[config.mk]
export PLATFORM = sky130hd
export DESIGN_NAME = icache_refill
export DESIGN_NICKNAME = d
export VERILOG_FILES = /design/src/icache_pkg.sv /design/src/icache_refill.sv
export SDC_FILE = /design/constraint.sdc
export NUM_CORES = 1
export LEC_CHECK = 0
export ABC_AREA = 0
export BUFFER_PORTS_ARGS = -buffer_cell sky130_fd_sc_hd__buf_2
export CORE_AREA = 2 2 70 72
export CTS_CLUSTER_SIZE = 28
export DETAILED_ROUTE_END_ITERATION = 7
export DIE_AREA = 0 0 72 74
export HOLD_SLACK_MARGIN = 0.05
export MAX_ROUTING_LAYER = met4
export PLACE_DENSITY = 0.82
export SLEW_MARGIN = 20
export SYNTH_ARGS = -nofsm -noshare
export SYNTH_HDL_FRONTEND = slang
export SYNTH_SLANG_ARGS = --single-unit
[constraint.sdc]
create_clock -name mclk -period 3.1 [get_ports mclk]
set_input_delay 0.155 -clock mclk [delete_from_list [all_inputs] [get_ports mclk]]
set_output_delay 0.155 -clock mclk [all_outputs]
set_load 0.02 [all_outputs]
[src/icache_pkg.sv]
// Shared geometry, vector types, bundles and FSM states, imported by every cache block

package icache_pkg;

    // ------------------------------
    // Cache geometry
    // ------------------------------
    localparam int NUM_LINES  = 16;            // Lines in the cache
    localparam int LINE_WORDS = 32;            // Words per line, also the refill burst length
    localparam int TAG_LSB    = 7;             // Tag field low bit
    localparam int TAG_MSB    = 26;            // Tag field high bit

    // ------------------------------
    // Vector types
    // ------------------------------
    typedef logic [31:0] addr_t;               // Byte address
    typedef logic [31:0] word_t;               // Data word
    typedef logic [TAG_MSB-TAG_LSB:0] tag_t;   // 20-bit line tag
    typedef logic [3:0]  line_idx_t;           // Line number
    typedef logic [4:0]  word_ptr_t;           // Word within a line
    typedef logic [8:0]  ram_addr_t;           // {line, word} into the data array
    typedef logic [1:0]  acc_width_t;          // 0 byte, 1 halfword, 2 word
    typedef logic [9:0]  burst_len_t;          // Memory bus burst length

    // Access width codes
    localparam acc_width_t ACC_BYTE = 2'd0;
    localparam acc_width_t ACC_HALF = 2'd1;
    localparam acc_width_t ACC_WORD = 2'd2;

    // ------------------------------
    // Bundles
    // ------------------------------
    typedef struct packed {
        addr_t      addr;                      // Requested byte address
        acc_width_t width;                     // Access width code
    } cpu_req_t;                               // 34 bits

    typedef struct packed {
        logic       wr_en;                     // Write strobe
        ram_addr_t  addr;                      // Target word
        word_t      data;                      // Refill word
    } ram_wr_t;                                // 42 bits

    typedef struct packed {
        logic       wr_en;                     // Install at the FIFO pointer
        tag_t       tag;                       // Tag of the new line
    } tag_wr_t;                                // 21 bits

    // Lookup controller states
    typedef enum logic [2:0] {
        IDLE,
        TAG_COMPARE,
        RAM_READ,
        RESPOND,
        REFILL_WAIT
    } ctrl_state_e;

endpackage

[src/icache_refill.sv]
// Line refill engine: fetches one 32-word burst into the data array and installs the tag

`timescale 1ns/10ps

module icache_refill
    import icache_pkg::*;
(
    input  logic       mclk,
    input  logic       rst_n,
    input  logic       refill_start_i,   // One-cycle start from the controller
    input  addr_t      refill_addr_i,    // Missing address
    input  line_idx_t  fill_idx_i,       // Victim line from the tag store
    output logic       refill_busy_o,
    // Memory bus
    output logic       mem_stb_o,
    output addr_t      mem_adr_o,
    output burst_len_t mem_bl_o,
    input  word_t      mem_dat_i,
    input  logic       mem_ack_i,
    input  logic       mem_lack_i,       // Marks the final ack of the burst
    // Array side
    output ram_wr_t    ram_wr_o,
    output tag_wr_t    tag_wr_o
);

    logic      active_q;                  // Burst in progress
    addr_t     line_addr_q;               // Line-aligned burst address
    line_idx_t fill_idx_q;                // Victim held for the whole burst
    word_ptr_t word_ptr_q;                // Next word position in the line
    logic      beat;
    logic      last_beat;

    assign beat      = active_q && mem_ack_i;
    assign last_beat = beat && mem_lack_i;

    // ------------------------------
    // Burst control
    // ------------------------------
    always_ff @(posedge mclk or negedge rst_n) begin
        if (!rst_n) begin
            active_q   <= 1'b0;
            word_ptr_q <= '0;
        end else if (!active_q) begin
            if (refill_start_i) begin
                active_q   <= 1'b1;       // Strobe up the cycle after start
                word_ptr_q <= '0;
            end
        end else begin
            if (beat) begin
                word_ptr_q <= word_ptr_q + 1'b1;
            end
            if (last_beat) begin
                active_q <= 1'b0;         // Drop strobe after the last ack
            end
        end
    end

    // Request payload captured at start
    always_ff @(posedge mclk) begin
        if (refill_start_i && !active_q) begin
            line_addr_q <= {refill_addr_i[$bits(addr_t)-1:TAG_LSB], {TAG_LSB{1'b0}}};
            fill_idx_q  <= fill_idx_i;
        end
    end

    assign refill_busy_o = active_q;
    assign mem_stb_o     = active_q;
    assign mem_adr_o     = line_addr_q;
    assign mem_bl_o      = burst_len_t'(LINE_WORDS);  // Always a full line

    // One array write per ack, in address order
    assign ram_wr_o.wr_en = beat;
    assign ram_wr_o.addr  = {fill_idx_q, word_ptr_q};
    assign ram_wr_o.data  = mem_dat_i;

    // Tag goes in with the last word
    assign tag_wr_o.wr_en = last_beat;
    assign tag_wr_o.tag   = line_addr_q[TAG_MSB:TAG_LSB];

    a_ack_in_burst : assert property (@(posedge mclk) disable iff (!rst_n)
        mem_ack_i |-> mem_stb_o)
        else $error("refill: memory ack outside a burst");

endmodule

After elaboration in Yosys (flattened, before gate mapping)
Index checks and enable logic that the tools add are counted.

word-level totals
  logic and storage cells = 18
  input bits = 73
  flip-flop bits (word level) = 35
  memory bits (read-only) = 0
  RAM bits = 0
  latch bits = 0
  output and inout bits = 107
  memories kept = 0

cells by class
  $mul = 0
  multiplexer cells = 6
  equal/unequal tests = 1
  magnitude comparators = 0
  bitwise logic cells = 0
  shift operators = 0
  divide/modulo/power cells = 0
  $add $sub $neg = 1
  reduce and logical (&&, ||, !) cells = 6

operators by type and width
  kind                 number
  $mux 5               3
  $add 5x1->5 const B  1
  $logic_and 1x1->1    3
  $mux 1               3
  $ne 2x1->1 const B   1
  $reduce_and 2->1     1
  $reduce_bool 2->1    1
  $logic_not 1->1      1

Longest topological paths before layout
Gate-level depths: netlist of the first run.

  depth after elaboration = 4
  gate-level depth with buffers = 4
  gate-level depth less buffers = 4

Worst setup path before layout of the first run
Ideal clock, no wire load.

  path type = reg2reg
  start = register active_q (netlist: mem_stb_o)
  end = register fill_idx_q[0] (enable)
  required time = 2.731 ns
  cell stages (with the launch flop) = 3
  clock period less this slack = 1.430 ns
  buffers on the path = 0
  library setup time = 0.369 ns
  slack = 1.670 ns
  arrival time = 1.060 ns
  cells stage by stage = dfrtp_1 > nand2b_1 > inv_2

between the ends
  longest elaborated chain between the ends = 2

RTL lines
  item                    RTL line             RTL
  from (decl)             icache_refill.sv:26  logic active_q;
  from (signal assigned)  icache_refill.sv:41  active_q <= 1'b0;
  from (signal assigned)  icache_refill.sv:45  active_q <= 1'b1;
  from (signal assigned)  icache_refill.sv:53  active_q <= 1'b0;
  $logic_not 1->1         icache_refill.sv:60  if (refill_start_i && !active_q) begin
  $logic_and 1x1->1       icache_refill.sv:60
  to (signal assigned)    icache_refill.sv:62  fill_idx_q <= fill_idx_i;
  to (decl)               icache_refill.sv:28  line_idx_t fill_idx_q;

No other way between the ends.
A chain may end at the register's enable or synchronous reset.

Worst setup path after layout of the first run
  start = register active_q (netlist: mem_stb_o)
  end = register line_addr_q[16] (netlist: mem_adr_o[16]) (enable)

between the ends
  longest elaborated chain between the ends = 2

RTL lines
  item                  RTL line             RTL
  $logic_not 1->1       icache_refill.sv:60
  $logic_and 1x1->1     icache_refill.sv:60
  to (signal assigned)  icache_refill.sv:61  line_addr_q <= {refill_addr_i[$bits(addr_t)-1:TAG_LSB], {TAG_LSB{1'b0}}};
  to (decl)             icache_refill.sv:27  addr_t line_addr_q;

No other way between the ends.

==> reports/results.tsv, run 1 <==
metric	value	unit
metal3 WL	223	um
largest net degree at the start of global routing	33	
crit-path max FO	32	
crit path from	mem_stb_o	
maximum vdd ir drop	0.000432	V
Post-synth EDFFs	29	
critical path's slowest cell	inv_2	
core area	4600	um2
Worst setup SP type	flip-flop	
DR pass1 iterations	4	
Ys Warns	0	
Yosys top cell area share	51.1	%
Clock Latency Late Sink	0.28	ns
starting density of the core	37.1	%
register clock-pin slew on the reported worst setup and hold paths	0.07	ns
share of flip-flops with an asynchronous set or reset	17.1	%
FP Rows	25	
Post-Syn Instances	131	
Worst setup EP type	flip-flop	
final std cells w/o fill	255	
sequential fraction of the synthesis area	59.9	%
DIE WIDTH	72	um
final core occ	46.0	%
Hold Vio Cnt, Final	0	
TritonCTS Sinks	35	
min-delay src	refill_addr_i[10]	
MaxCap Viol Count	0	
Cell Count Post-Placement	218	
vias per cell	4.00	
cell taking the most area after synthesis	edfxtp_1	
min Tclk post-route	1.52	ns
clock buffer depth	2	
Pins Over Slew Limit	0	
critical path class	reg2reg	
Area Growth Syn to Fin	24.1	%
Port Buffers	91	
Antenna Cells	0	
TritonCTS Buffers	5	
syn_area_per_cell	13.0	um2
initial antenna violation count	0	
Die ar.	5330	um2
reg2reg setup slack	1.58	ns
TritonCTS clock tree	built	
Routed WL	3350	um
routability cong.	0.775	
Via Count	1019	
first-pass GRT wire length	4520	um
Post-DRT Antenna Nets	0	
Detailed Place HPWL	2250	um
GRT Util Overall	12.0	%
largest cells by area after synthesis	edfxtp_1 51%, buf_4 32%, dfrtp_1 8.8%	
Pleak	0.993	nW
RSZ-0062 raised after global routing	false	
Area after DPL	1740	um2
wire per inst	13.1	um
mapped cell area	1700	um2
Layout fillers	432	
top cells by count, synth	73 x buf_4, 29 x edfxtp_1, 6 x dfrtp_1	
M1 WL	1210	um
Design Area, Final	2110	um2
Design Power	1.14	mW
DRT iter0 DRCs	18	
status	finished, final reports clean	
setup TNS	0	ns
synthesized flop and latch total	35	
top sig layer	met4	
reg2reg start	mem_stb_o	
final setup violating endpoints	0	
Final nets	274	
total number of H-tree levels	2	
routed wl met2	1830	um
count of different cell masters after synthesis	17	
CTS root buf	clkbuf_8	
Rel. slew slack	56.5	%
share of cells above drive strength 1	49.8	%
Critical Path AT	1.44	ns
Max Clk Rate	656	MHz
Overflow after GRT	0	
pwr/cell area	538	nW/um2
residual DRC count	0	
clock skew	0.00411	ns
die height	74	um
most frequent cell after synthesis	buf_4	
Ports	180	
Least-Margin Pin Slew	0.651	ns
number of setup buffers added after CTS	0	
CP cell instances	nand2b_1 > inv_2	
predominant post-synthesis flop cell	edfxtp_1	
slowest stage delay, CP	0.50	ns
period utilization	49.2	%
Critical Path RT	3.01	ns
Hold WC Path Type	in2reg	
vias in the first global route	946	
[path summary, 6_finish.rpt]
path                                       to  depth (start not counted)
worst max-delay path            mem_adr_o[16]                          2
worst min-delay path            mem_adr_o[10]                          1
worst max register to register  mem_adr_o[16]                          2
worst min register to register  word_ptr_q[4]                          1
max in group asynchronous       word_ptr_q[2]                          2
min in group asynchronous           mem_stb_o                          2
[logic make-up after synthesis]
logic type,count (synthesis),synth area share (%)
buffers and inverters,74,32.4
flip-flops,35,59.9
AND/OR/NAND/NOR,14,4.04
other,2,0.441
XOR/XNOR,2,1.03
multiplexers,2,1.17
adder cells (fa/ha/maj),1,0.734
AO/OA/AOI/OAI,1,0.293
[report_power, final]
group	switching, mW	internal (mW)
clock network	0.163	0.156
logic	0.143	0.0921
registers	0.0303	0.553
[registers in the layout, indices dropped and copies added (netlist names)]
name        cells
mem_stb_o       1
word_ptr_q      5
fill_idx_q      4
mem_adr_o      25
[critical path, delay by kind of cell, from the launching register on]
family | cells | cell delay, ns
AND/OR/NAND/NOR | 1 | 0.21
buffers and inverters | 1 | 0.50
flip-flops | 1 | 0.44
[cells in the final DEF, fill, tap and decap left out, drive strengths merged, types with 2 or more instances in the layout]
cell type    count
edfxtp          29
nand2            3
nand2b           2
dlygate4sd3     29
mux2i            2
clkbuf           5
dfrtp            6
nand4            2
nor2             4
clkinvlp         2
buf             91
conb            17
[through the flow]
stage	hold WS, ns	worst slack [ns]
floorplan	-0.141	1.67
global placement	-0.0169	1.61
detailed placement	-0.0139	1.59
CTS	0.0516	1.57
global route	0.0566	1.46
finish	0.0689	1.58
[routing by layer]
metal	vias to the layer above	track usage, %
li1	479	-
met1	459	12.2
met2	69	19.9
met3	12	5.56
met4	0	5.87
met5	-	-
[area by class of cell]
cell class              count  area [um2]  area share [%]
well taps                  54        67.6            3.20
multi-input cells          37         188            8.88
inverters                   1        3.75           0.178
clock buffers               5        68.8            3.25
repair buffers            120         746            35.3
flip-flops and latches     35        1020            48.3
clock inverters             3        20.0           0.947
[repair_timing]
item                       in CTS  in global routing
hold buffers                   25                  4
hold endpoints to repair       30                  4
setup endpoints to repair       0                  0
resized for setup               0                  0
Power figures use the tool's default switching activity.
==> run 2, diff against run 1 <==
--- a/config.mk
+++ b/config.mk
@@ -5,15 +5,15 @@
 export SDC_FILE = /design/constraint.sdc
 export NUM_CORES = 1
 export LEC_CHECK = 0
-export ABC_AREA = 0
+export ABC_AREA = 1
 export BUFFER_PORTS_ARGS = -buffer_cell sky130_fd_sc_hd__buf_2
-export CORE_AREA = 2 2 70 72
+export CORE_MARGIN = 1
+export CORE_UTILIZATION = 35
 export CTS_CLUSTER_SIZE = 28
 export DETAILED_ROUTE_END_ITERATION = 7
-export DIE_AREA = 0 0 72 74
 export HOLD_SLACK_MARGIN = 0.05
 export MAX_ROUTING_LAYER = met4
-export PLACE_DENSITY = 0.82
+export PLACE_DENSITY = 0.77
 export SLEW_MARGIN = 20
 export SYNTH_ARGS = -nofsm -noshare
 export SYNTH_HDL_FRONTEND = slang
==> constraint.sdc (replaced) <==
create_clock -name mclk -period 1.55 [get_ports mclk]
set_input_delay 0.0775 -clock mclk [delete_from_list [all_inputs] [get_ports mclk]]
set_output_delay 0.0775 -clock mclk [all_outputs]
set_load 0.02 [all_outputs]
==> reports/results.tsv, run 2 <==
metric	value	unit
Post-DRT Antenna Nets	0	
cell taking the most area after synthesis	edfxtp_1	
Port Buffers	91	
mapped cell area	1740	um2
DIE WIDTH	72.5	um
Post-synth EDFFs	29	
commonest non-fill, non-tap cell in the layout	buf_2	
setup TNS	0	ns
Cell Count Post-Placement	246	
Max Clk Rate	791	MHz
die height	72.5	um
FP Rows	25	
switching power	0.753	mW
core area	4750	um2
max reg flops	25	
Via Count	1130	
crit-path max FO	29	
most frequent cells in the layout	91 x buf_2, 31 x dlygate4sd3_1, 29 x edfxtp_1	
share of cells above drive strength 1	48.6	%
pwr/cell area	1080	nW/um2
count of different cell masters after synthesis	16	
total number of H-tree levels	2	
synthesized flop and latch total	35	
Critical Path RT	1.54	ns
Seq pwr share	49.6	%
final worst slack	0.286	ns
Hold Vio Cnt, Final	0	
Crit Reg-Reg Endpoint	mem_adr_o[17]	
final core occ	46.6	%
Switching Share	31.4	%
CP cell instances	inv_1 > nand2_1 > clkinvlp_4 > buf_12	
Critical Path AT	1.25	ns
Pins Over Slew Limit	0	
Hold WC Path Type	in2reg	
Detailed Place HPWL	2240	um
Post-Syn Instances	144	
largest cells by area after synthesis	edfxtp_1 50%, buf_4 31%, dfrtp_1 8.6%	
final setup violating endpoints	0	
final std cells w/o fill	285	
top cells by count, synth	72 x buf_4, 29 x edfxtp_1, 8 x nor2_1	
Ports	180	
Yosys top cell area share	50.1	%
initial antenna violation count	0	
Area Growth Syn to Fin	27.5	%
CTS root buf	clkbuf_8	
critical path class	reg2reg	
Ys Warns	0	
TritonCTS clock tree	built	
critical path's slowest cell	dfrtp_1	
DRT iter0 DRCs	47	
syn_area_per_cell	12.1	um2
sequential fraction of the synthesis area	58.7	%
Pleak	1.03	nW
Comb pwr share	23.1	%
Overflow after GRT	0	
DR pass1 iterations	3	
TritonCTS Sinks	35	
Routed WL	3300	um
status	finished, final reports clean	
reg2reg setup slack	0.29	ns
clock skew	0.00477	ns
Antenna Cells	0	
Clock Latency Late Sink	0.28	ns
Area after DPL	1820	um2
Design Area, Final	2220	um2
most frequent cell after synthesis	buf_4	
slowest stage delay, CP	0.42	ns
starting density of the core	36.6	%
Hold Path Stages	4	
Clock power frac	27.3	%
routability cong.	0.758	
Final nets	291	
vias in the first global route	1066	
reg2reg path depth	4	
largest net degree at the start of global routing	30	
Worst setup EP type	flip-flop	
maximum vdd ir drop	0.000536	V
GRT Util Overall	13.0	%
MaxCap Viol Count	0	
worst hold slack	0.122	ns
TritonCTS Buffers	5	
register clock-pin slew on the reported worst setup and hold paths	0.07	ns
vias per cell	3.96	
Design Power	2.39	mW
RSZ-0062 raised after global routing	false	
crit path from	mem_stb_o	
predominant post-synthesis flop cell	edfxtp_1	
share of flip-flops with an asynchronous set or reset	17.1	%
Power Internal	1.64	mW
wire per inst	11.6	um
Setup Slack @ Placement	0.287	ns
residual DRC count	0	
post_cts resized	0	
Die ar.	5250	um2
Worst setup SP type	flip-flop	
period utilization	81.6	%
hold path endpoint	mem_stb_o	
min Tclk post-route	1.26	ns
clock buffer depth	2	
first-pass GRT wire length	4750	um
min-delay src	mem_lack_i	
reg2reg start	mem_stb_o	
-- run 2: cell count changes after synthesis, moves of 2 or more --
cell	change
nand2_1	+2
inv_1	+7
nor2_1	+4
o21ai_2	+2
nand2b_1	-2
mux2i_1	-2
nor3_1	+2
nand3_1	+3
nand4_1	-2
-- run 2: final cells by class --
| cell class | instances | area [um2] |
|---|---|---|
| multi-input combinational | 44 | 204 |
| inverter | 8 | 33.8 |
| clock inverter | 3 | 20.0 |
| fill | 454 | 2540 |
| tap | 67 | 83.8 |
| timing repair buffer | 123 | 786 |
| sequential | 35 | 1020 |
| clock buffer | 5 | 68.8 |
-- run 2: timing repair --
action                                 4_1_cts  5_1_grt
endpoints found under the hold margin       36        0
buffers inserted                             0        0
hold buffers                                31        0
-- run 2: cell families after synthesis --
kind of cell	count (synthesis)	synth area share, %
fa+ha+maj	1	0.719
simple gates	20	4.89
other cells	2	0.432
flops	35	58.7
compound gates	6	2.45
buf+inv	80	32.8
-- run 2: power by group through the flow --
stage	sequential [mW]	clock [mW]	combinational, mW
5_1_grt	1.20	0.744	0.601
6_report	1.19	0.654	0.552
4_1_cts	1.19	0.693	0.556
3_5_place_dp	1.21	0	0.496
3_3_place_gp	1.20	0	0.489
2_1_floorplan	1.31	0	0.397
-- run 2: layer usage --
metal	vias to the layer above	part of all wire (%)	global-route usage [%]
li1	522	-	-
met1	535	35	12.8
met2	69	56	21.8
met3	4	8.3	6.11
met4	0	0.70	5.88
met5	-	0	-
-- run 2: worst max path at each step --
stage          slack [ns]             to  cells past startpoint
2_1_floorplan       0.002  fill_idx_q[0]                      3
4_1_cts              0.28  mem_adr_o[30]                      4
3_5_place_dp         0.29  mem_adr_o[11]                      4
3_3_place_gp         0.30  mem_adr_o[18]                      4
6_report             0.29  mem_adr_o[17]                      4
5_1_grt              0.17   tag_wr_o[20]                      3
-- run 2: critical path: cells and delay by family (launching register included) --
kind,cells,cell delay [ns]
flip-flops,1,0.42
AND/OR/NAND/NOR,1,0.13
buffers and inverters,3,0.40
