`config.mk`:
```
export PLATFORM = sky130hd
export DESIGN_NAME = icache_tag_store
export DESIGN_NICKNAME = d
export VERILOG_FILES = /design/src/icache_pkg.sv /design/src/icache_tag_store.sv
export SDC_FILE = /design/constraint.sdc
export NUM_CORES = 1
export LEC_CHECK = 0
export BUFFER_PORTS_ARGS = -buffer_cell sky130_fd_sc_hd__buf_2
export CORE_AREA = 5 5 196 198
export CTS_CLUSTER_DIAMETER = 200
export CTS_CLUSTER_SIZE = 30
export DETAILED_ROUTE_END_ITERATION = 16
export DIE_AREA = 0 0 201 203
export SYNTH_ARGS = -nofsm -noshare
export SYNTH_HDL_FRONTEND = slang
export SYNTH_SLANG_ARGS = --single-unit
```
`constraint.sdc`:
```
create_clock -name mclk -period 4.02 [get_ports mclk]
set_clock_uncertainty 0.2 [all_clocks]
set_input_delay 0.603 -clock mclk [delete_from_list [all_inputs] [get_ports mclk]]
set_output_delay 0.603 -clock mclk [all_outputs]
set_load 0.02 [all_outputs]
```
`src/icache_pkg.sv`:
```
// Shared geometry, vector types, bundles and FSM states, imported by every cache block

package icache_pkg;

    // ------------------------------
    // Cache geometry
    // ------------------------------
    localparam int NUM_LINES  = 16;            // Lines in the cache
    localparam int LINE_WORDS = 32;            // Words per line, also the refill burst length
    localparam int TAG_LSB    = 7;             // Tag field low bit
    localparam int TAG_MSB    = 26;            // Tag field high bit

    // ------------------------------
    // Vector types
    // ------------------------------
    typedef logic [31:0] addr_t;               // Byte address
    typedef logic [31:0] word_t;               // Data word
    typedef logic [TAG_MSB-TAG_LSB:0] tag_t;   // 20-bit line tag
    typedef logic [3:0]  line_idx_t;           // Line number
    typedef logic [4:0]  word_ptr_t;           // Word within a line
    typedef logic [8:0]  ram_addr_t;           // {line, word} into the data array
    typedef logic [1:0]  acc_width_t;          // 0 byte, 1 halfword, 2 word
    typedef logic [9:0]  burst_len_t;          // Memory bus burst length

    // Access width codes
    localparam acc_width_t ACC_BYTE = 2'd0;
    localparam acc_width_t ACC_HALF = 2'd1;
    localparam acc_width_t ACC_WORD = 2'd2;

    // ------------------------------
    // Bundles
    // ------------------------------
    typedef struct packed {
        addr_t      addr;                      // Requested byte address
        acc_width_t width;                     // Access width code
    } cpu_req_t;                               // 34 bits

    typedef struct packed {
        logic       wr_en;                     // Write strobe
        ram_addr_t  addr;                      // Target word
        word_t      data;                      // Refill word
    } ram_wr_t;                                // 42 bits

    typedef struct packed {
        logic       wr_en;                     // Install at the FIFO pointer
        tag_t       tag;                       // Tag of the new line
    } tag_wr_t;                                // 21 bits

    // Lookup controller states
    typedef enum logic [2:0] {
        IDLE,
        TAG_COMPARE,
        RAM_READ,
        RESPOND,
        REFILL_WAIT
    } ctrl_state_e;

endpackage

```
`src/icache_tag_store.sv`:
```
// Fully associative tag array with FIFO replacement, instantiated once by the cache top

`timescale 1ns/10ps

module icache_tag_store
    import icache_pkg::*;
(
    input  logic      mclk,
    input  logic      rst_n,
    input  tag_t      cmp_tag_i,     // Tag of the pending request
    input  tag_wr_t   tag_wr_i,      // Install from the refill engine
    output logic      hit_o,
    output line_idx_t hit_idx_o,
    output line_idx_t fill_idx_o     // Next victim line
);

    logic [NUM_LINES-1:0] valid_q;   // Per-line valid
    tag_t                 tag_q [NUM_LINES];
    line_idx_t            fill_ptr_q; // Oldest line, replaced next
    logic [NUM_LINES-1:0] match;

    // ------------------------------
    // Parallel compare
    // ------------------------------
    always_comb begin
        match     = '0;
        hit_idx_o = '0;
        for (int i = 0; i < NUM_LINES; i++) begin
            if (valid_q[i] && (tag_q[i] == cmp_tag_i)) begin
                match[i]  = 1'b1;
                hit_idx_o = line_idx_t'(i);  // Encode matching line
            end
        end
    end

    assign hit_o      = |match;
    assign fill_idx_o = fill_ptr_q;

    // Valid bits and FIFO pointer
    always_ff @(posedge mclk or negedge rst_n) begin
        if (!rst_n) begin
            valid_q    <= '0;
            fill_ptr_q <= '0;
        end else if (tag_wr_i.wr_en) begin
            valid_q[fill_ptr_q] <= 1'b1;
            fill_ptr_q          <= fill_ptr_q + 1'b1;  // Wraps after line 15
        end
    end

    // Tag payload
    always_ff @(posedge mclk) begin
        if (tag_wr_i.wr_en) begin
            tag_q[fill_ptr_q] <= tag_wr_i.tag;
        end
    end

    // A line is only installed after a miss on its tag, so no tag lives twice
    a_single_match : assert property (@(posedge mclk) disable iff (!rst_n)
        $onehot0(match))
        else $error("tag store: more than one line matches");

endmodule

```
# ---- Word level (Yosys, flattened, before mapping)
# Memories as Yosys holds them, arrays and structs flattened.
# Index checks and enable logic that the tools add are counted.
dict set report totals {
  reg_bits 20
  mem_bits_rw 320
  out_inout_bits 9
  word_cells 76
  memories 1
}
# memory depth width rd rd_clocked_by_memory_dff wr line
set memory_table {}
lappend memory_table {tag_q 16 20 16 0 1 icache_tag_store.sv:18} ;# tag_t tag_q [NUM_LINES];
dict set report classes {
  addsub 1
  magnitude_cmp 2
  eq_ne 16
  muxes 35
  bitwise 1
  reduce_logical 18
}
# op n
set ops {}
lappend ops {{20-bit equality test} 16}
lappend ops {{4-bit 2-to-1 mux} 14}
lappend ops {{1-bit 2-to-1 mux} 20}
lappend ops {{1-bit logical AND} 17}
lappend ops {{16-bit bitwise OR} 1}
lappend ops {{16-bit OR reduction} 1}
lappend ops {{4-bit by 5-bit < comparator with 1-bit output (second input constant)} 1}
lappend ops {{4-bit by 1-bit adder with 4-bit output (second input constant)} 1}
lappend ops {{1-bit demux with 4-bit select} 1}
lappend ops {{4-bit by 1-bit >= comparator with 1-bit output (second input constant)} 1}

# ---- Logic depth before layout (Yosys ltp)
# Gate-level depths: netlist of run 1.
# An unclocked memory read counts as a cell.
dict set report logic_depth {
  depth_word 18
  mapped_depth 11
  mapped_depth_nobuf 9
}

# ---- Worst setup path before layout of run 1
# Ideal clock, no wire load.
dict set report synth_path {
  path_type {input -> output}
  startpoint {input cmp_tag_i[18]}
  endpoint {output hit_idx_o[0]}
  arrival_ns 2.285
  path_slack_ns 0.932
  path_stages 10
  n_path_buf 2
  cell_sequence {buf_2 -> buf_6 -> xnor2_1 -> nand4_1 -> nor4_1 -> nand4_1 -> a21boi_1 -> o21ai_1 -> a21oi_1 -> o221ai_1}
}
dict set report synth_via {
  elab_chain_cells 17
}
# item line
set synth_lines {}
lappend synth_lines {{start: declaration} icache_tag_store.sv:10} ;# input tag_t cmp_tag_i,
lappend synth_lines {{20-bit equality test} icache_tag_store.sv:29} ;# if (valid_q[i] && (tag_q[i] == cmp_tag_i)) begin
lappend synth_lines {{1-bit logical AND} icache_tag_store.sv:29}
lappend synth_lines {{1-bit 2-to-1 mux} icache_tag_store.sv:29}
lappend synth_lines {{4-bit 2-to-1 mux (13 in series)} icache_tag_store.sv:29}
lappend synth_lines {{4-bit 2-to-1 mux *} icache_tag_store.sv:29}
lappend synth_lines {{end: declaration} icache_tag_store.sv:13} ;# output line_idx_t hit_idx_o,
# Mark *: on every way between the ends. The rest lies on a longest branch, timed or not.

# ---- Worst setup path after layout of run 1
dict set report layout_path {
  startpoint {input cmp_tag_i[15]}
  endpoint {output hit_idx_o[1]}
}
dict set report layout_via {
  elab_chain_cells 16
}
# item line
set layout_lines {}
lappend layout_lines {{20-bit equality test} icache_tag_store.sv:29}
lappend layout_lines {{1-bit logical AND} icache_tag_store.sv:29}
lappend layout_lines {{4-bit 2-to-1 mux (13 in series)} icache_tag_store.sv:29}
lappend layout_lines {{4-bit 2-to-1 mux *} icache_tag_store.sv:29}
# Marks and branches as above.

==> results of run 1 <==
-- critical path, stage by stage --
cell and delay (ns):
buf_2 0.41, buf_4 0.27, xnor2_1 0.15, nand4_1 0.13, nor4_1 0.49, nand4_1 0.27
and2_1 0.24, o21ai_1 0.09, nand2_1 0.07, a21o_1 0.18, buf_2 0.15
-- layout by cell type, fill, tap and decap left out, drive strengths merged, types with 5 or more instances in the layout --
master,synthesis,layout
clkbuf,3,23
inv,4,5
xnor2,254,254
xor2,69,69
nor4,33,33
or2,16,16
dfrtp,20,20
nor2,13,13
edfxtp,320,320
nand2,11,11
nand4,65,65
buf,40,108
nand3,19,19
-- cell usage after synthesis --
library cell,number
o21ai_0,1
a21o_1,1
ha_1,4
nand3_1,19
o221ai_1,1
a21boi_1,1
edfxtp_1,320
xnor2_1,254
or2_2,16
nor3_1,4
nand2_1,11
a21oi_1,1
buf_4,9
a31o_1,1
nand3b_1,1
dfrtp_1,20
and2_1,3
nor4_1,30
o21ai_1,3
nor4_2,3
inv_1,4
or3_1,1
clkbuf_1,3
nand4_2,1
nand2b_1,3
nor2_1,13
a41oi_1,1
buf_6,19
nand4_1,64
xor2_1,69
buf_2,12
-- kinds of logic (layout without fill, tap and decap cells) --
| group | count (synthesis) | after routing | share of synthesized area |
|---|---|---|---|
| and+or+nand+nor | 169 | 169 | 0.0690 |
| AOI/OAI and AO/OA | 10 | 10 | 0.00460 |
| xor gates and xnor gates | 323 | 323 | 0.196 |
| buffers and inverters | 47 | 137 | 0.0255 |
| DFF | 340 | 340 | 0.701 |
| adders and majority gates | 4 | 4 | 0.00347 |
-- registers in the layout (all words and copies together), names as in the netlist --
register    flops
tag_q         320
valid_q        16
fill_idx_o      4
-- worst paths after layout --
path,startpoint,end,slack (ns),depth (start not counted)
worst max-delay path,cmp_tag_i[15],hit_idx_o[1],0.14,11
worst min register to register,valid_q[8]$_DFFE_PN0P_,valid_q[8]$_DFFE_PN0P_,0.28,1
worst max register to register,fill_idx_o[3]$_DFFE_PN0P_,tag_q[6][2]$_DFFE_PP_,1.66,2
worst min-delay path,tag_wr_i[20],fill_idx_o[0]$_DFFE_PN0P_,0.17,2
max in group asynchronous,rst_n,fill_idx_o[0]$_DFFE_PN0P_,2.71,2
min in group asynchronous,rst_n,valid_q[0]$_DFFE_PN0P_,0.45,2
-- per-layer routing --
layer | track usage | share of wire | vias to the layer above
li1 | - | - | 3375
met5 | 0 | 0 | -
met2 | 0.334 | 0.50 | 244
met3 | 0.0203 | 0.055 | 44
met4 | 0.0487 | 0.024 | 0
met1 | 0.261 | 0.42 | 4007
-- final cells by class --
type / count / share of cell area
Clock buffer: 23 / 0.0255
Clock inverter: 1 / 0.00126
Inverter: 4 / 0.000945
Multi-Input combinational cell: 506 / 0.251
Sequential cell: 340 / 0.637
Tap cell: 468 / 0.0369
Timing Repair Buffer: 109 / 0.0476
-- metrics by stage --
step / instances / hold slack [ns] / setup WS, ns
6_report: 1451 / 0.169 / 0.140
5_1_grt: 1451 / 0.173 / 0.00437
4_1_cts: 1451 / 0.147 / 0.170
3_5_place_dp: 1426 / 0.253 / 0.194
3_3_place_gp: 1426 / 0.251 / 0.176
2_1_floorplan: 893 / 0.107 / 0.932
-- repair_timing --
| action | 4_1_cts | 5_1_grt |
|---|---|---|
| endpoints found under the hold margin | 20 | 0 |
| hold buffers | 1 | 0 |
| endpoints found under the setup margin | 0 | 0 |
-- power groups by stage --
| stage | combinational, W | sequential [W] | clock [W] |
|---|---|---|---|
| floorplan | 0.000691 | 0.00453 | 0 |
| global placement | 0.00110 | 0.00456 | 0 |
| detailed placement | 0.00111 | 0.00457 | 0 |
| CTS | 0.00112 | 0.00449 | 0.00184 |
| global route | 0.00119 | 0.00452 | 0.00196 |
| finish | 0.00111 | 0.00449 | 0.00180 |
==> results.sh, run 1 <==
export IMPL_netlist_top_cells_area="edfxtp_1, xnor2_1, xor2_1, dfrtp_1, nand4_1"
export IMPL_wire_per_inst_um=27.5
export IMPL_gp_congestion=0.825
export IMPL_cp_max_fo=10
export IMPL_maxCapViolations=0
export IMPL_powerDensity_nw_per_um2=466
export IMPL_p_comb_frac=0.150
export IMPL_crit_path_end_kind="output port"
export IMPL_area_growth_pct=10.2
export IMPL_swShare=0.265
export IMPL_diodes=0
export IMPL_power_switching_w=0.00196
export IMPL_leakage_nw=4.96
export IMPL_outcome="complete, no violations"
export IMPL_multi_input_comb_area_sq_um=3990
export IMPL_p_total_w=0.00740
export IMPL_maxSlewHeadroom=0.264
export IMPL_grt_usage=0.192
export IMPL_core_area_sq_um=36300
export IMPL_hold_viol=0
export IMPL_tns_ns=0
export IMPL_rsz0062_at_grt="no"
export IMPL_cts_made_buffers=15
export IMPL_fin_util=0.437
export IMPL_overflow=0
export IMPL_final_cell_area_sq_um=15900
export IMPL_syn_area_per_cell_sq_um=16.1
export IMPL_start_util=0.397
export IMPL_cts_clk_slew_worst_paths_ns=0.11
export IMPL_insertion_delay_ns=0.51
export IMPL_first_pass_iters=5
export IMPL_die_y_um=203
export IMPL_seq_area_frac_synth=0.701
export IMPL_clk_path_buf_depth=3
export IMPL_p_clk_frac=0.244
export IMPL_hpwlAfterDp_mm=25.3
export IMPL_fillers=3218
export IMPL_dieArea_sq_um=40800
export IMPL_path_class="primary input to output port"
export IMPL_wl_mm=39.9
export IMPL_grt_pass1_wl_mm=56.6
export IMPL_cts_setup_buffers=0
export IMPL_timing_fmax_mhz=258
export IMPL_setup_viol=0
export IMPL_seqCellArea_sq_um=10100
export IMPL_post_dp_cell_area_sq_um=15400
export IMPL_htree_levels=1
export IMPL_synth_top_area_frac=0.666
export IMPL_arrival_ns=3.08
export IMPL_die_w_um=201
export IMPL_drt_antenna_violating_nets=0
export IMPL_final_nets=1023
export IMPL_maxSlewViolCount=0
export IMPL_grt_pass1_vias=7700
export IMPL_intPower_w=0.00544
export IMPL_cts_sinks=340
export IMPL_syn_nets=940
export IMPL_viasPerCell=5.29
export IMPL_num_rows=70
export IMPL_fin_crit_ns=3.88
export IMPL_synth_area_leader_cell="edfxtp_1"
export IMPL_pwr_share_seq=0.607
export IMPL_critPathRequiredTime_ns=3.22
export IMPL_yosysUniqueCellTypes=31
export IMPL_io_pins=52
export IMPL_min_path_type="primary input to flop"
export IMPL_synthesis_area_sq_um=14400
export IMPL_antenna_found_initial=2
export IMPL_ys_ff_latch=340
export IMPL_grt_max_degree=32
export IMPL_io_buffers=51
export IMPL_synth_cells=893
export IMPL_worst_pin_slew_ns=1.10
export IMPL_post_cts_resized=0
export IMPL_max_vdd_ir_drop_mv=0.227
export IMPL_cp_start_kind="primary input"
export IMPL_first_iter_violations=766
export IMPL_drive_above_1_share=0.163
export IMPL_ys_warn_count=0
export IMPL_cts_root_buf="clkbuf_16"
export IMPL_fin_crit_sh=0.965
export IMPL_vias=7670
export IMPL_drc_errors=0
export IMPL_cts_tree="yes"
No activity file was read; power rests on OpenSTA's default activity.
==> run 2: changes to the inputs <==
--- a/config.mk
+++ b/config.mk
@@ -5,12 +5,14 @@
 export SDC_FILE = /design/constraint.sdc
 export NUM_CORES = 1
 export LEC_CHECK = 0
+export ABC_AREA = 1
 export BUFFER_PORTS_ARGS = -buffer_cell sky130_fd_sc_hd__buf_2
-export CORE_AREA = 5 5 196 198
+export CORE_AREA = 5 5 199 201
 export CTS_CLUSTER_DIAMETER = 200
 export CTS_CLUSTER_SIZE = 30
 export DETAILED_ROUTE_END_ITERATION = 16
-export DIE_AREA = 0 0 201 203
+export DIE_AREA = 0 0 204 206
+export GPL_TIMING_DRIVEN = 0
 export SYNTH_ARGS = -nofsm -noshare
 export SYNTH_HDL_FRONTEND = slang
 export SYNTH_SLANG_ARGS = --single-unit
==> results.sh, run 2 <==
export IMPL_p_comb_frac=0.158
export IMPL_crit_path_end_kind="output port"
export IMPL_wl_mm=46.4
export IMPL_final_nets=1274
export IMPL_synth_top_area_frac=0.651
export IMPL_io_pins=52
export IMPL_drt_antenna_violating_nets=0
export IMPL_mostFrequentLayoutCells="edfxtp_1, nand2_1, o21ai_0"
export IMPL_yosysMostFrequentCell="edfxtp_1"
export IMPL_final_common_cell="edfxtp_1"
export IMPL_maxCapViolations=0
export IMPL_seq_area_frac_synth=0.685
export IMPL_path_class="primary input to output port"
export IMPL_grt_pass1_vias=9427
export IMPL_cp_max_fo=10
export IMPL_cts_root_buf="clkbuf_16"
export IMPL_leakage_nw=5.68
export IMPL_hpwlAfterDp_mm=29.2
export IMPL_worst_hold_slack_ns=0.275
export IMPL_first_iter_violations=1425
export IMPL_grt_usage=0.218
export IMPL_wire_per_inst_um=26.6
export IMPL_cts_sinks=340
export IMPL_die_w_um=204
export IMPL_maxSlewViolCount=0
export IMPL_synth_ff_type="edfxtp_1"
export IMPL_maxSlewHeadroom=0.330
export IMPL_intPower_w=0.00537
export IMPL_ys_ff_latch=340
export IMPL_swShare=0.278
export IMPL_largest_reg_flops=320
export IMPL_antenna_found_initial=3
export IMPL_worst_slack_ns=0.0830
export IMPL_io_buffers=42
export IMPL_start_util=0.395
export IMPL_hold_viol=0
export IMPL_ys_warn_count=0
export IMPL_timing_fmax_mhz=254
export IMPL_cts_tree="yes"
export IMPL_p_clk_frac=0.245
export IMPL_clk_path_buf_depth=3
export IMPL_grt_pass1_wl_mm=65.6
export IMPL_syn_nets=1202
export IMPL_vias=9898
export IMPL_synth_area_leader_cell="edfxtp_1"
export IMPL_insertion_delay_ns=0.50
export IMPL_place_inst=1721
export IMPL_worstHoldStart="valid_q[2]$_DFFE_PN0P_"
export IMPL_post_place_ws_ns=0.169
export IMPL_gp_congestion=0.885
export IMPL_worst_pin_slew_ns=1.00
export IMPL_min_path_type="flop to flop"
export IMPL_arrival_ns=3.13
export IMPL_cts_made_buffers=15
export IMPL_htree_levels=1
export IMPL_power_switching_w=0.00206
export IMPL_r2r_start="fill_idx_o[0]$_DFFE_PN0P_"
export IMPL_viasPerCell=5.67
export IMPL_synth_edff_count=320
export IMPL_dieArea_sq_um=42000
export IMPL_synth_cells=1155
export IMPL_cp_start_kind="primary input"
export IMPL_pwr_share_seq=0.597
export IMPL_max_vdd_ir_drop_mv=0.414
export IMPL_fillers=3423
export IMPL_first_pass_iters=5
export IMPL_drc_errors=0
export IMPL_outcome="complete, no violations"
export IMPL_synth_common_cells="edfxtp_1, nand2_1, nor2_1"
export IMPL_core_area_sq_um=37400
export IMPL_fin_crit_ns=3.94
export IMPL_powerDensity_nw_per_um2=455
export IMPL_instances_no_fill=1747
export IMPL_syn_area_per_cell_sq_um=12.8
export IMPL_tns_ns=0
export IMPL_area_growth_pct=10.5
export IMPL_setup_viol=0
export IMPL_startpoint="cmp_tag_i[10]"
export IMPL_fin_crit_sh=0.979
export IMPL_num_rows=71
export IMPL_drive_above_1_share=0.146
export IMPL_synthesis_area_sq_um=14800
export IMPL_netlist_top_cells_area="edfxtp_1, nand2_1, dfrtp_1, xor2_1, xnor2_1"
export IMPL_cts_clk_slew_worst_paths_ns=0.08
export IMPL_rsz0062_at_grt="no"
export IMPL_grt_max_degree=32
export IMPL_die_y_um=206
export IMPL_yosysUniqueCellTypes=45
export IMPL_cts_setup_buffers=0
export IMPL_largest_register="tag_q"
export IMPL_overflow=0
export IMPL_async_flop_share=0.0588
export IMPL_critPathRequiredTime_ns=3.22
[run 2: cell types whose count changed after synthesis, moves of 51 or more]
cell / previous run / this run
o21ai_0: 1 / 72
nand2_1: 11 / 207
o22ai_1: 0 / 51
nor2_1: 13 / 85
nand4_1: 64 / 13
xnor2_1: 254 / 50
[run 2: path summary, 6_finish.rpt]
check	end	slack (ns)	cells past startpoint
min in group asynchronous	valid_q[8]$_DFFE_PN0P_	0.51	2
max in group asynchronous	valid_q[2]$_DFFE_PN0P_	2.57	2
worst max register to register	tag_q[4][1]$_DFFE_PP_	1.60	4
worst min-delay path	valid_q[2]$_DFFE_PN0P_	0.27	1
worst max-delay path	hit_o	0.08	12
worst min register to register	valid_q[2]$_DFFE_PN0P_	0.27	1
[run 2: repair_timing]
action / in CTS / in global routing
hold buffers: 1 / 0
endpoints found under the setup margin: 0 / 5
hold endpoints to repair: 19 / 0
gates resized for setup: 0 / 6
[run 2: worst max-delay path, stage by stage]
cell and delay [ns]:
buf_4 0.26, inv_4 0.14, buf_2 0.25, a22o_1 0.21
nor2_1 0.20, nand3_1 0.10, nor4_1 0.46, nand4_1 0.27
nand2_1 0.14, nor2_1 0.09, nand3_1 0.17, buf_2 0.21
[run 2: power groups by stage]
stage                     logic [W]  clock network (W)  registers, W
after floorplan            0.000641                  0       0.00450
after detailed placement    0.00116                  0       0.00451
after global placement      0.00106                  0       0.00451
after CTS                   0.00117            0.00183       0.00443
after global routing        0.00126            0.00196       0.00447
final                       0.00118            0.00182       0.00443
[run 2: final cells by class]
type / instances / area (sq um) / share of cell area
Clock buffer: 24 / 409 / 0.0251
Inverter: 65 / 260 / 0.0159
Multi-Input combinational cell: 704 / 4090 / 0.251
Tap cell: 511 / 639 / 0.0392
Buffer: 45 / 355 / 0.0218
Timing Repair Buffer: 56 / 428 / 0.0262
Sequential cell: 340 / 10100 / 0.620
Antenna cell: 1 / 2.50 / 0.000153
Clock inverter: 1 / 20.0 / 0.00123
[run 2: stage by stage]
step	util	cell area, sq um	total power [W]
2_1_floorplan	-	14800	0.00514
3_3_place_gp	0.417	15600	0.00557
3_5_place_dp	0.424	15900	0.00567
4_1_cts	0.436	16300	0.00743
5_1_grt	0.436	16300	0.00769
6_report	0.436	16300	0.00743
[run 2: logic make-up (layout without fill, tap and decap cells)]
logic type,Yosys count,in the layout,share of synthesized area
buffers and inverters,111,191,0.0411
DFF,340,340,0.685
xor gates and xnor gates,105,105,0.0623
adders and majority gates,4,4,0.00339
other,0,1,0
and+or+nand+nor,386,386,0.115
AOI/OAI and AO/OA,209,209,0.0939
[run 2: routing by layer]
metal,vias to the layer above,GRT usage,part of all wire
li1,4326,-,-
met1,4920,0.304,0.42
met2,546,0.348,0.45
met3,104,0.0345,0.087
met4,2,0.0818,0.044
met5,-,0,0.00024
